**config.mk**
```make
export PLATFORM = sky130hd
export DESIGN_NAME = ecc_scrubber
export DESIGN_NICKNAME = d
export VERILOG_FILES = /design/src/ecc_mem_pkg.sv /design/src/ecc_scrubber.sv
export SDC_FILE = /design/constraint.sdc
export NUM_CORES = 1
export LEC_CHECK = 0
export ABC_AREA = 1
export BUFFER_PORTS_ARGS = -buffer_cell sky130_fd_sc_hd__buf_2
export CAP_MARGIN = 20
export CORE_MARGIN = 10
export CORE_UTILIZATION = 30
export DETAILED_ROUTE_END_ITERATION = 12
export PLACE_DENSITY = 0.66
export SKIP_CTS_REPAIR_TIMING = 1
export SYNTH_ARGS = -nofsm -noshare
export SYNTH_HDL_FRONTEND = slang
export SYNTH_SLANG_ARGS = --single-unit
```
**constraint.sdc**
```tcl
create_clock -name clk_i -period 3.8 [get_ports clk_i]
set_input_delay 1.14 -clock clk_i [delete_from_list [all_inputs] [get_ports clk_i]]
set_output_delay 1.14 -clock clk_i [all_outputs]
set_load 0.02 [all_outputs]
```
**src/ecc_mem_pkg.sv**
```systemverilog
// ECC data memory package
// Sizes, bus request and response structs, FSM states and the SECDED column table
package ecc_mem_pkg;

  localparam int DataWidth     = 32;
  localparam int CheckWidth    = 7;
  localparam int CodeWidth     = DataWidth + CheckWidth;  // 39-bit codeword
  localparam int BeWidth       = DataWidth / 8;
  localparam int NumWords      = 256;
  localparam int AddrWidth     = $clog2(NumWords);        // Word address
  localparam int BusAddrWidth  = 32;                      // Byte address on the bus
  localparam int ScrubInterval = 64;                      // Idle cycles between scrub reads
  localparam int ScrubCntWidth = $clog2(ScrubInterval);
  localparam int CountWidth    = 16;

  // Hsiao columns, one distinct weight-3 syndrome per data bit
  localparam logic [DataWidth-1:0][CheckWidth-1:0] HsiaoCol = {
    7'h62, 7'h61, 7'h58, 7'h54, 7'h52, 7'h51, 7'h4C, 7'h4A,
    7'h49, 7'h46, 7'h45, 7'h43, 7'h38, 7'h34, 7'h32, 7'h31,
    7'h2C, 7'h2A, 7'h29, 7'h26, 7'h25, 7'h23, 7'h1C, 7'h1A,
    7'h19, 7'h16, 7'h15, 7'h13, 7'h0E, 7'h0D, 7'h0B, 7'h07
  };

  typedef struct packed {
    logic                    req;
    logic                    we;     // 1 = write
    logic [BeWidth-1:0]      be;
    logic [BusAddrWidth-1:0] addr;
    logic [DataWidth-1:0]    wdata;
  } mem_req_t;

  typedef struct packed {
    logic                 gnt;
    logic [DataWidth-1:0] rdata;
    logic                 err_corr;    // Single error fixed in rdata
    logic                 err_uncorr;  // Double error, rdata not usable
  } mem_rsp_t;

  typedef enum logic {
    NORMAL,
    LOAD_AND_STORE
  } store_state_e;

  typedef enum logic [1:0] {
    WAIT,
    READ,
    CHECK,
    FIX
  } scrub_state_e;

endpackage
```
**src/ecc_scrubber.sv**
```systemverilog
`timescale 1ns/1ps
// Background ECC scrubber
// Reads one word per interval and rewrites it when a single error was corrected
module ecc_scrubber (
  input  logic                               clk_i,
  input  logic                               rst_ni,
  output ecc_mem_pkg::mem_req_t              req_o,
  input  ecc_mem_pkg::mem_rsp_t              rsp_i,
  output logic [ecc_mem_pkg::CountWidth-1:0] scrub_count_o
);
  import ecc_mem_pkg::*;

  scrub_state_e state_d, state_q;

  logic [ScrubCntWidth-1:0] wait_cnt_d, wait_cnt_q;
  logic [AddrWidth-1:0]     addr_d, addr_q;
  logic [AddrWidth-1:0]     next_addr;
  logic [CountWidth-1:0]    count_d, count_q;
  logic [DataWidth-1:0]     fix_data_q;  // Corrected word to write back
  logic                     fix_load;

  assign next_addr = (addr_q == AddrWidth'(NumWords - 1)) ? '0 : addr_q + 1'b1;

  always_comb begin
    state_d    = state_q;
    wait_cnt_d = wait_cnt_q;
    addr_d     = addr_q;
    count_d    = count_q;
    fix_load   = 1'b0;
    case (state_q)
      WAIT: begin
        if (wait_cnt_q == ScrubCntWidth'(ScrubInterval - 1)) begin
          wait_cnt_d = '0;
          state_d    = READ;
        end else begin
          wait_cnt_d = wait_cnt_q + 1'b1;
        end
      end
      READ: begin
        if (rsp_i.gnt) state_d = CHECK;  // Data arrives next cycle
      end
      CHECK: begin
        if (rsp_i.err_corr && !rsp_i.err_uncorr) begin
          fix_load = 1'b1;
          state_d  = FIX;
        end else begin
          addr_d  = next_addr;
          state_d = WAIT;
        end
      end
      FIX: begin
        if (rsp_i.gnt) begin
          if (count_q != '1) count_d = count_q + 1'b1;  // Saturates
          addr_d  = next_addr;
          state_d = WAIT;
        end
      end
      default: state_d = WAIT;
    endcase
  end

  assign req_o.req   = (state_q == READ) || (state_q == FIX);
  assign req_o.we    = (state_q == FIX);
  assign req_o.be    = '1;                                // Always full word
  assign req_o.addr  = {{(BusAddrWidth-AddrWidth-2){1'b0}}, addr_q, 2'b00};
  assign req_o.wdata = fix_data_q;

  assign scrub_count_o = count_q;

  always_ff @(posedge clk_i or negedge rst_ni) begin
    if (!rst_ni) begin
      state_q    <= WAIT;
      wait_cnt_q <= '0;
      addr_q     <= '0;
      count_q    <= '0;
    end else begin
      state_q    <= state_d;
      wait_cnt_q <= wait_cnt_d;
      addr_q     <= addr_d;
      count_q    <= count_d;
    end
  end

  always_ff @(posedge clk_i) begin
    if (fix_load) fix_data_q <= rsp_i.rdata;
  end

endmodule

```
==> results_dict.tcl <==
set metrics [dict create \
    drive_above_1_share_pct 29.6 \
    hp-start "wait_cnt_q[2]" \
    core_area_sq_mm 0.0103 \
    path_cells "nand2_4, inv_1, buf_2" \
    critPathRequiredTime_ns 2.66 \
    slew_viol_final 0 \
    p_per_area_mw_per_mm2 491 \
    cts_tree "yes" \
    grt_use_met1_pct 13.1 \
    dr.pass1.iters 4 \
    ys_seq_area_share_pct 55.7 \
    die-area_sq_mm 0.0150 \
    setup-tns-final_ns 0 \
    htreeDepth 3 \
    grt_pass1_vias 2432 \
    rr_endpoint "scrub_count_o[2]" \
    synth_area_per_cell_sq_um 9.58 \
    drc 0 \
    worst_pin_slew_ns 0.731 \
    max-vdd-ir-drop_v 0.000185 \
    io_pins 123 \
    die_y_microns 123 \
    antenna_found_initial 0 \
    syn_area_sq_mm 0.00316 \
    cts_buffers 9 \
    vias 2414 \
    n_antenna_cell 0 \
    via_per_inst 4.22 \
    holdCritPathClass "flip-flop to flip-flop" \
    grt_overflow_total 0 \
    grt_usage_pct 10.1 \
    fmax_mhz 405 \
    rows 37 \
    worstSetupEndpointType "primary output" \
    path_clk_slew_ns 0.07 \
    dp_hpwl_mm 6.01 \
    fin_hold_ws_ns 0.499 \
    max_stage_delay_ns 0.59 \
    ys_warn_count 0 \
    synth_top_area_cell "edfxtp_1" \
    syn-instance-count 330 \
    wl_mm 7.68 \
    synth.top_cell.area_share_pct 30.4 \
    status "complete, no violations" \
    cts_root_buffer "clkbuf_8" \
    dr.first_iter.drc_count 106 \
    synth_seq_cells 64 \
    grt_util_met2_pct 15.0 \
    area_delta_synth_final_pct 22.6 \
    insertion_delay_ns 0.33 \
    setup_viol 0 \
    wl_per_cell_microns 13.4 \
    clk_path_buf_depth 2 \
    use_met3_pct 3.90 \
    grt_first_pass_wirelength_mm 12.1 \
    io_buffers 94 \
    p_leak_nw 1.88 \
    max_slew_margin_pct 51.3 \
    synth_area_leaders "edfxtp_1 30%, dfrtp_1 25%, nand2_1 11%" \
    reg2reg_depth 6 \
    crit_fanout 7 \
    skew_ns 0.0111 \
    start_util_pct 30.8 \
    cp_data_arrival_time_ns 1.33 \
    r2r_start "scrub_count_o[0]" \
    ff2ff_setup_slack_ns 2.02 \
    period_share_pct 64.9 \
    period_minus_slack_ns 2.47 \
    die_w_microns 123 \
    grt-busiest-layer "met2" \
    netlist-cell-type-count 29 \
    start_kind "flip-flop" \
    place_congestion 0.829 \
    min_path_cells 1 \
    slowest_stage "dfrtp_1" \
    rsz0062_at_grt "no" \
    holdPathEnd "wait_cnt_q[2]" \
    critPathKind "flip-flop to primary output" \
    nets 471 \
    ant_nets 0 \
    grt_max_degree 34 \
    cts_sinks 64 \
    hold_violations 0 \
    maxCapViolCount 0 \
]
cell usage after synthesis (all sizes together):
| master | n |
|---|---|
| nor2 | 33 |
| edfxtp | 32 |
| nand2 | 102 |
| nor3 | 3 |
| ha | 3 |
| a21oi | 2 |
| buf | 30 |
| o211ai | 1 |
| nand3b | 2 |
| xor2 | 4 |
| o21ai | 13 |
| inv | 34 |
| nand4 | 12 |
| conb | 2 |
| xnor2 | 5 |
| nand3 | 19 |
| dlygate4sd1 | 1 |
| dfrtp | 32 |
state kept, by name (all words and copies together), names as in the netlist:
signal	cells
addr_q	8
fix_data_q	32
scrub_count_o	16
state_q	2
wait_cnt_q	6
metal layers:
| layer | share of wire [%] | vias to the layer above |
|---|---|---|
| met4 | 1.3 | 0 |
| met1 | 48 | 1076 |
| met5 | 0 | - |
| met2 | 40 | 118 |
| met3 | 11 | 9 |
| li1 | - | 1211 |
cells in the final DEF, fill, tap and decap left out, drive strengths merged:
master / n
xnor2: 5
nand4: 12
nor3: 3
xor2: 4
nand2: 102
inv: 34
buf: 95
clkbuf: 10
bufinv: 1
conb: 28
nor2: 33
nand3: 19
nand3b: 2
o211ai: 1
dfrtp: 32
ha: 3
o21ai: 13
a21oi: 2
clkinv: 5
edfxtp: 32
critical path, delay by kind of cell, from the launching register on:
family                 cells  cell delay [ns]
flip-flops                 1             0.59
buffers and inverters      2             0.29
AND/OR/NAND/NOR            1             0.12
worst max path at each step:
| stage | from | end | cells past startpoint |
|---|---|---|---|
| after floorplan | rsp_i[1] | addr_q[5] | 5 |
| after detailed placement | rsp_i[1] | addr_q[7] | 7 |
| after global placement | rsp_i[1] | addr_q[5] | 7 |
| after global routing | state_q[0] | req_o[68] | 3 |
| after CTS | state_q[0] | req_o[68] | 3 |
| final | state_q[0] | req_o[68] | 3 |
stage by stage:
step | worst slack (ns) | util [%] | cell area, sq um | total power (W) | cells
after floorplan | 0.790 | - | 3260 | 0.00122 | 356
after global placement | 1.53 | 35.8 | 3680 | 0.00132 | 556
after detailed placement | 1.47 | 35.8 | 3680 | 0.00134 | 556
after CTS | 1.30 | 37.7 | 3870 | 0.00193 | 572
after global routing | 1.23 | 37.7 | 3870 | 0.00203 | 572
final | 1.33 | 37.7 | 3870 | 0.00190 | 572
logic make-up after synthesis:
logic type	after synthesis	share of synthesized area (%)
AND/OR/NAND/NOR	171	26.2
flip-flops	64	55.7
AO/OA/AOI/OAI	16	2.61
adder cells (fa/ha/maj)	3	1.19
buffers and inverters	65	11.5
XOR/XNOR	9	2.49
other	2	0.238
layout make-up:
type                       instances  area [sq um]
multi-input combinational        227          1140
fill                            1078          6400
clock buffer                      10           128
tap                              136           170
timing repair buffer              95           478
inverter                          34           128
clock inverter                     6          70.1
sequential                        64          1760
power by group:
group | internal [W] | switching, W | total, W
registers | 0.000821 | 0.0000868 | 0.000908
clock network | 0.000307 | 0.000280 | 0.000587
logic | 0.000138 | 0.000269 | 0.000407
No activity file was read; power rests on OpenSTA's default activity.
