File: config.mk
export PLATFORM = sky130hd
export DESIGN_NAME = bank_arbiter
export DESIGN_NICKNAME = d
export VERILOG_FILES = /design/src/ecc_mem_pkg.sv /design/src/bank_arbiter.sv
export SDC_FILE = /design/constraint.sdc
export NUM_CORES = 1
export LEC_CHECK = 0
export BUFFER_PORTS_ARGS = -buffer_cell sky130_fd_sc_hd__buf_4
export CAP_MARGIN = 25
export CORE_AREA = 2 2 122 124
export CTS_CLUSTER_SIZE = 30
export DETAILED_ROUTE_END_ITERATION = 6
export DIE_AREA = 0 0 124 126
export GPL_TIMING_DRIVEN = 0
export PLACE_DENSITY = 0.52
export SYNTH_ARGS = -nofsm -noshare
export SYNTH_HDL_FRONTEND = slang
export SYNTH_SLANG_ARGS = --single-unit
export TNS_END_PERCENT = 1
File: constraint.sdc
create_clock -name clk_i -period 1.1 [get_ports clk_i]
set_clock_uncertainty 0.2 [all_clocks]
set_input_delay 0.165 -clock clk_i [delete_from_list [all_inputs] [get_ports clk_i]]
set_output_delay 0.165 -clock clk_i [all_outputs]
set_load 0.1 [all_outputs]
File: src/ecc_mem_pkg.sv
// ECC data memory package
// Sizes, bus request and response structs, FSM states and the SECDED column table
package ecc_mem_pkg;

  localparam int DataWidth     = 32;
  localparam int CheckWidth    = 7;
  localparam int CodeWidth     = DataWidth + CheckWidth;  // 39-bit codeword
  localparam int BeWidth       = DataWidth / 8;
  localparam int NumWords      = 256;
  localparam int AddrWidth     = $clog2(NumWords);        // Word address
  localparam int BusAddrWidth  = 32;                      // Byte address on the bus
  localparam int ScrubInterval = 64;                      // Idle cycles between scrub reads
  localparam int ScrubCntWidth = $clog2(ScrubInterval);
  localparam int CountWidth    = 16;

  // Hsiao columns, one distinct weight-3 syndrome per data bit
  localparam logic [DataWidth-1:0][CheckWidth-1:0] HsiaoCol = {
    7'h62, 7'h61, 7'h58, 7'h54, 7'h52, 7'h51, 7'h4C, 7'h4A,
    7'h49, 7'h46, 7'h45, 7'h43, 7'h38, 7'h34, 7'h32, 7'h31,
    7'h2C, 7'h2A, 7'h29, 7'h26, 7'h25, 7'h23, 7'h1C, 7'h1A,
    7'h19, 7'h16, 7'h15, 7'h13, 7'h0E, 7'h0D, 7'h0B, 7'h07
  };

  typedef struct packed {
    logic                    req;
    logic                    we;     // 1 = write
    logic [BeWidth-1:0]      be;
    logic [BusAddrWidth-1:0] addr;
    logic [DataWidth-1:0]    wdata;
  } mem_req_t;

  typedef struct packed {
    logic                 gnt;
    logic [DataWidth-1:0] rdata;
    logic                 err_corr;    // Single error fixed in rdata
    logic                 err_uncorr;  // Double error, rdata not usable
  } mem_rsp_t;

  typedef enum logic {
    NORMAL,
    LOAD_AND_STORE
  } store_state_e;

  typedef enum logic [1:0] {
    WAIT,
    READ,
    CHECK,
    FIX
  } scrub_state_e;

endpackage
File: src/bank_arbiter.sv
`timescale 1ns/1ps
// Fixed-priority bank arbiter
// Core port wins over the scrubber; read responses follow the read's owner
module bank_arbiter (
  input  logic                  clk_i,
  input  logic                  rst_ni,
  input  ecc_mem_pkg::mem_req_t core_req_i,
  input  ecc_mem_pkg::mem_req_t scrub_req_i,
  output ecc_mem_pkg::mem_rsp_t core_rsp_o,
  output ecc_mem_pkg::mem_rsp_t scrub_rsp_o,
  output ecc_mem_pkg::mem_req_t bank_req_o,
  input  ecc_mem_pkg::mem_rsp_t bank_rsp_i
);

  logic core_sel;
  logic rd_accept;
  logic owner_scrub_q;  // Last accepted read came from the scrubber

  assign core_sel   = core_req_i.req;
  assign bank_req_o = core_sel ? core_req_i : scrub_req_i;
  assign rd_accept  = bank_req_o.req & ~bank_req_o.we & bank_rsp_i.gnt;

  always_ff @(posedge clk_i or negedge rst_ni) begin
    if (!rst_ni) begin
      owner_scrub_q <= 1'b0;
    end else if (rd_accept) begin
      owner_scrub_q <= ~core_sel;
    end
  end

  always_comb begin
    core_rsp_o      = bank_rsp_i;
    scrub_rsp_o     = bank_rsp_i;
    core_rsp_o.gnt  = bank_rsp_i.gnt & core_sel;
    scrub_rsp_o.gnt = bank_rsp_i.gnt & ~core_sel;
    // Non-owner sees a quiet response
    if (owner_scrub_q) begin
      core_rsp_o.rdata      = '0;
      core_rsp_o.err_corr   = 1'b0;
      core_rsp_o.err_uncorr = 1'b0;
    end else begin
      scrub_rsp_o.rdata      = '0;
      scrub_rsp_o.err_corr   = 1'b0;
      scrub_rsp_o.err_uncorr = 1'b0;
    end
  end

endmodule

==> flow_summary_export.csv, run 1 <==
group,metric,value,unit
timing,post-route-period-util,130.7,%
timing,tightest_slew,0.2496,ns
worst_setup_path,cp.arrival,1.07,ns
global_routing,grt_start_max_net_pins,11,
clocking,postCtsSetupBuffers,0,
layout,drive_gt1_share,98.95,%
status,violations,"negative setup slack",
global_routing,grt_overflow,0,
synth,synth_top_family_by_area,"multiplexers",
global_routing,antenna_found_initial,0,
timing,min_period,1.438,ns
detailed_routing,drtIter0Drc,21,
layout,syn_to_final_growth,299.0,%
layout,fin_cells,660,
layout,largest-register,"owner_scrub_q",
floorplanning,die_w,124,um
floorplanning,std_cell_rows,44,
detailed_routing,routed_wl,10380,um
synth,synth_compound_area_share,0.6250,%
layout,fin_util,44.64,%
placement,dp_hpwl,8342,um
clocking,clk_latency,0,ns
timing,fmax,695.6,MHz
worst_setup_path,cp_max_fo,10,
synth,netlist_area,1602,um2
power,pwr_density_cell,871.2,nW/um2
worst_setup_path,end_kind,"primary output",
synth,synthAdderAreaFrac,0,%
timing,slew_headroom,83.36,%
layout,n_antenna_cell,0,
detailed_routing,drtAntennaViolNets,0,
timing,rsz0062_at_grt,"true",
flow_run,max_cap_viol_count,0,
detailed_routing,post_drt_wl_per_cell,15.73,um
power,power.total,0.005567,W
global_routing,grt_pass1_wl,14550,um
timing,tns,-34.06,ns
synth,ys_types,13,
worst_setup_path,worstSetupPathType,"reg -> out",
detailed_routing,drc,0,
worst_setup_path,crit_required,0.73,ns
synth,synthMuxAreaShare,61.64,%
timing,setup_slack,-0.3376,ns
floorplanning,chipHeight,126,um
synth,synth_cells,160,
synth,yosysWarnings,0,
timing,fin_hold_ws,0.3035,ns
synth,syn_nets,337,
placement,dp_cells,659,
placement,portBuffers,315,
layout,fillers,1257,
timing,hold_viol_final,0,
synth,ys_seq_area_share,1.563,%
detailed_routing,drtPass1Iterations,2,
synth,ys_seq_elements,1,
global_routing,grt_pass1_vias,2819,
worst_setup_path,reg2reg_from,"owner_scrub_q",
floorplanning,pin_count,317,
status,status,"finished, violations left",
global_routing,track_usage,11.76,%
layout,nets,655,
clocking,clk_pin_slew,0,ns
worst_setup_path,rrSetupSlack,-0.20,ns
floorplanning,start_util,11.19,%
worst_setup_path,rr_worst_depth,3,
detailed_routing,drt-vias-per-instance,3.774,
worst_hold_path,hold_path_class,"in -> async",
timing,report.final.slew_viol_count,0,
synth,synthSimpleGateAreaFrac,29.14,%
detailed_routing,vias,2491,
power,vdd_ir_drop_max,0.0004302,V
synth,syn-mean-instance-area,10.01,um2
floorplanning,core_area,14310,um2
floorplanning,dieArea,15620,um2
layout,reg.largest.list,"owner_scrub_q x1",
timing,setup_viol,141,
placement,place_congestion,0.7397,
layout,largest_register_ffs,1,
worst_setup_path,r2r-end,"owner_scrub_q",
power,leakage,3.212,nW
synth,synth_xor_area_share,0,%
worst_setup_path,cp-start-kind,"flip-flop",
[metrics by stage]
stage	area, um2	setup slack [ns]
5_1_grt	6390	-0.3564
6_report	6390	-0.3376
4_1_cts	6246	-0.3269
3_5_place_dp	4602	-0.6355
2_1_floorplan	2007	-0.4218
3_3_place_gp	4602	-0.6238
[critical path: stages (launching register included)]
cell and delay, ns:
dfrtp_2 0.48, clkbuf_16 0.23, nor2b_4 0.16, buf_12 0.19
[logic make-up after synthesis]
family	after synthesis
multiplexers	69
AO/OA/AOI/OAI	1
AND/OR/NAND/NOR	74
flip-flops	1
buffers and inverters	15
[power by group]
group	internal [W]	switching, W	leakage (nW)
registers	0.0000401	0.00000895	0.0120
logic	0.00222	0.00330	3.20
clock network	0	0	0
[per-layer routing]
layer	wire (um)	GRT usage, %
met2	6091	25.86
met5	0	0
met3	1161	2.672
met4	82	0.5288
met1	3043	10.96
[worst max-delay path by stage]
stage	start	slack [ns]	to	depth (start not counted)
final	owner_scrub_q	-0.34	core_rsp_o[9]	3
after CTS	owner_scrub_q	-0.33	core_rsp_o[20]	3
after floorplan	owner_scrub_q	-0.42	core_rsp_o[10]	2
after detailed placement	owner_scrub_q	-0.64	scrub_rsp_o[9]	3
after global routing	owner_scrub_q	-0.36	core_rsp_o[20]	3
after global placement	owner_scrub_q	-0.62	scrub_rsp_o[24]	3
[cell type report]
| class | instances | area, um2 | share of cell area, % |
|---|---|---|---|
| timing repair buffer | 316 | 4021 | 62.93 |
| multi-input combinational | 144 | 1822 | 28.51 |
| sequential | 1 | 26.28 | 0.4112 |
| tap | 184 | 230.2 | 3.603 |
| buffer | 15 | 290.3 | 4.543 |
[what timing repair did]
action                     4_1_cts  5_1_grt
resized for setup              396       33
setup endpoints to repair      141      141
hold endpoints to repair         1        0
hold buffers                     1        0
cloned                           0        0
[layout by cell type, fill, tap and decap left out]
cell type	synthesis	routed
mux2_2	13	11
and3b_1	1	1
clkbuf_16	0	2
or2_2	0	1
buf_6	7	13
dlygate4sd3_1	0	1
and2_4	0	35
buf_16	0	1
o211a_1	1	1
mux2_4	56	58
buf_4	0	175
nor2b_4	0	35
dfrtp_2	0	1
nand2b_1	1	1
clkbuf_8	0	3
nand3b_1	1	1
buf_12	0	136
[synthesized netlist by cell type, drive strengths merged]
library cell	number	area, um2
and2	35	219.0
and3b	1	8.760
buf	10	93.84
clkbuf	5	18.77
dfrtp	1	25.02
mux2	69	987.2
nand2b	1	6.260
nand3b	1	7.510
nor2b	35	219.0
o211a	1	10.01
or2	1	6.260
(Power assumes the default switching activity.)
==> run 2: changes to the inputs <==
--- a/config.mk
+++ b/config.mk
@@ -8,10 +8,11 @@
 export BUFFER_PORTS_ARGS = -buffer_cell sky130_fd_sc_hd__buf_4
 export CAP_MARGIN = 25
 export CORE_AREA = 2 2 122 124
-export CTS_CLUSTER_SIZE = 30
+export CTS_CLUSTER_SIZE = 25
 export DETAILED_ROUTE_END_ITERATION = 6
 export DIE_AREA = 0 0 124 126
 export GPL_TIMING_DRIVEN = 0
+export MAX_ROUTING_LAYER = met4
 export PLACE_DENSITY = 0.52
 export SYNTH_ARGS = -nofsm -noshare
 export SYNTH_HDL_FRONTEND = slang
==> flow_summary_export.csv, run 2 (synthesis results as in run 1) <==
group,metric,value,unit
status,violations,"negative setup slack",
detailed_routing,post_drt_wl_per_cell,15.73,um
detailed_routing,drtPass1Iterations,2,
floorplanning,chipHeight,126,um
layout,reg.largest.list,"owner_scrub_q x1",
layout,regArea,26.28,um2
timing,fmax,695.6,MHz
detailed_routing,drt-vias-per-instance,3.774,
worst_setup_path,cp_max_fo,10,
timing,min_period,1.438,ns
placement,portBuffers,315,
floorplanning,dieArea,15620,um2
global_routing,grt_pass1_wl,14540,um
worst_setup_path,worstSetupPathType,"reg -> out",
layout,final_common_cell,"buf_4",
layout,largest_register_ffs,1,
floorplanning,start_util,11.19,%
worst_setup_path,end_kind,"primary output",
worst_hold_path,hold_path_class,"in -> async",
clocking,postCtsSetupBuffers,0,
clocking,clk_pin_slew,0,ns
layout,drive_gt1_share,98.95,%
global_routing,grtUsageMet1,11.42,%
status,status,"finished, violations left",
worst_setup_path,crit_required,0.73,ns
worst_setup_path,rr_worst_depth,3,
detailed_routing,drtAntennaViolNets,0,
global_routing,grt_use_met2,25.86,%
global_routing,grt.met3_usage,1.902,%
placement,dpl_worst_slack,-0.6355,ns
placement,dp_hpwl,8342,um
detailed_routing,vias,2491,
flow_run,max_cap_viol_count,0,
layout,syn_to_final_growth,299.0,%
floorplanning,std_cell_rows,44,
global_routing,grt-busiest-layer,"met2",
floorplanning,pin_count,317,
layout,nets,655,
power,leakage,3.212,nW
layout,n_antenna_cell,0,
timing,setup_viol,141,
clocking,clk_latency,0,ns
floorplanning,die_w,124,um
detailed_routing,drtIter0Drc,21,
worst_setup_path,cp.arrival,1.07,ns
global_routing,grt_pass1_vias,2824,
layout,largest-register,"owner_scrub_q",
detailed_routing,drc,0,
worst_setup_path,rrSetupSlack,-0.20,ns
layout,multi_input_area,1822,um2
power,pwr_density_cell,871.2,nW/um2
layout,fillers,1257,
timing,report.final.slew_viol_count,0,
global_routing,track_usage,12.11,%
worst_setup_path,cp-start-kind,"flip-flop",
timing,tightest_slew,0.2496,ns
placement,place_congestion,0.7489,
detailed_routing,routed_wl,10380,um
floorplanning,core_area,14310,um2
timing,slew_headroom,83.36,%
timing,setup_slack,-0.3376,ns
global_routing,grt_overflow,0,
timing,post-route-period-util,130.7,%
layout,final_cell_mix,"buf_4 (175), buf_12 (136), mux2_4 (58)",
power,vdd_ir_drop_max,0.0004304,V
timing,rsz0062_at_grt,"true",
timing,hold_viol_final,0,
global_routing,grt_start_max_net_pins,11,
timing,fin_hold_ws,0.3035,ns
global_routing,antenna_found_initial,0,
## run 2: cell counts in the layout (fill, tap and decap cells not counted)
No cell type changed its count.
## run 2: worst paths after layout
path                           startpoint            end
max in group asynchronous          rst_ni  owner_scrub_q
setup reg to reg            owner_scrub_q  owner_scrub_q
hold reg to reg             owner_scrub_q  owner_scrub_q
hold / removal                     rst_ni  owner_scrub_q
min in group clk_i         bank_rsp_i[34]  owner_scrub_q
setup / recovery            owner_scrub_q  core_rsp_o[9]
## run 2: final cells by class
type / instances / share of cell area [%]
timing repair buffer: 316 / 62.93
multi-input combinational: 144 / 28.51
buffer: 15 / 4.543
tap: 184 / 3.603
sequential: 1 / 0.4112
## run 2: per-layer routing
metal  wire length [um]  share of wire (%)
met1               3140                 30
met2               6094                 59
met4                 82               0.79
met3               1065                 10
met5                  0                  0
## run 2: report_power, final
part / internal [W] / total [W] / switching [W] / leakage, nW
clock network: 0 / 0 / 0 / 0
registers: 0.0000401 / 0.0000490 / 0.00000895 / 0.0120
logic: 0.00222 / 0.00552 / 0.00330 / 3.20
## run 2: metrics by stage
stage / setup TNS (ns) / util, % / std cells / area (um2) / total power [W]
finish: -34.07 / 44.64 / 660 / 6390 / 0.005567
floorplan: -38.08 / - / 160 / 2007 / 0.003401
detailed placement: -56.43 / 32.15 / 659 / 4602 / 0.004495
CTS: -35.51 / 43.64 / 660 / 6246 / 0.005462
global route: -38.33 / 44.64 / 660 / 6390 / 0.005705
global placement: -55.30 / 32.15 / 659 / 4602 / 0.004480
## run 2: critical path: stages (launching register included)
cell and delay [ns]:
dfrtp_2 0.48, clkbuf_16 0.23, nor2b_4 0.16, buf_12 0.19
## run 2: repair_timing
item / 4_1_cts / 5_1_grt
setup endpoints to repair: 141 / 141
hold buffers: 1 / 0
gates resized for setup: 396 / 33
hold endpoints to repair: 1 / 0
pin swaps: 0 / 0
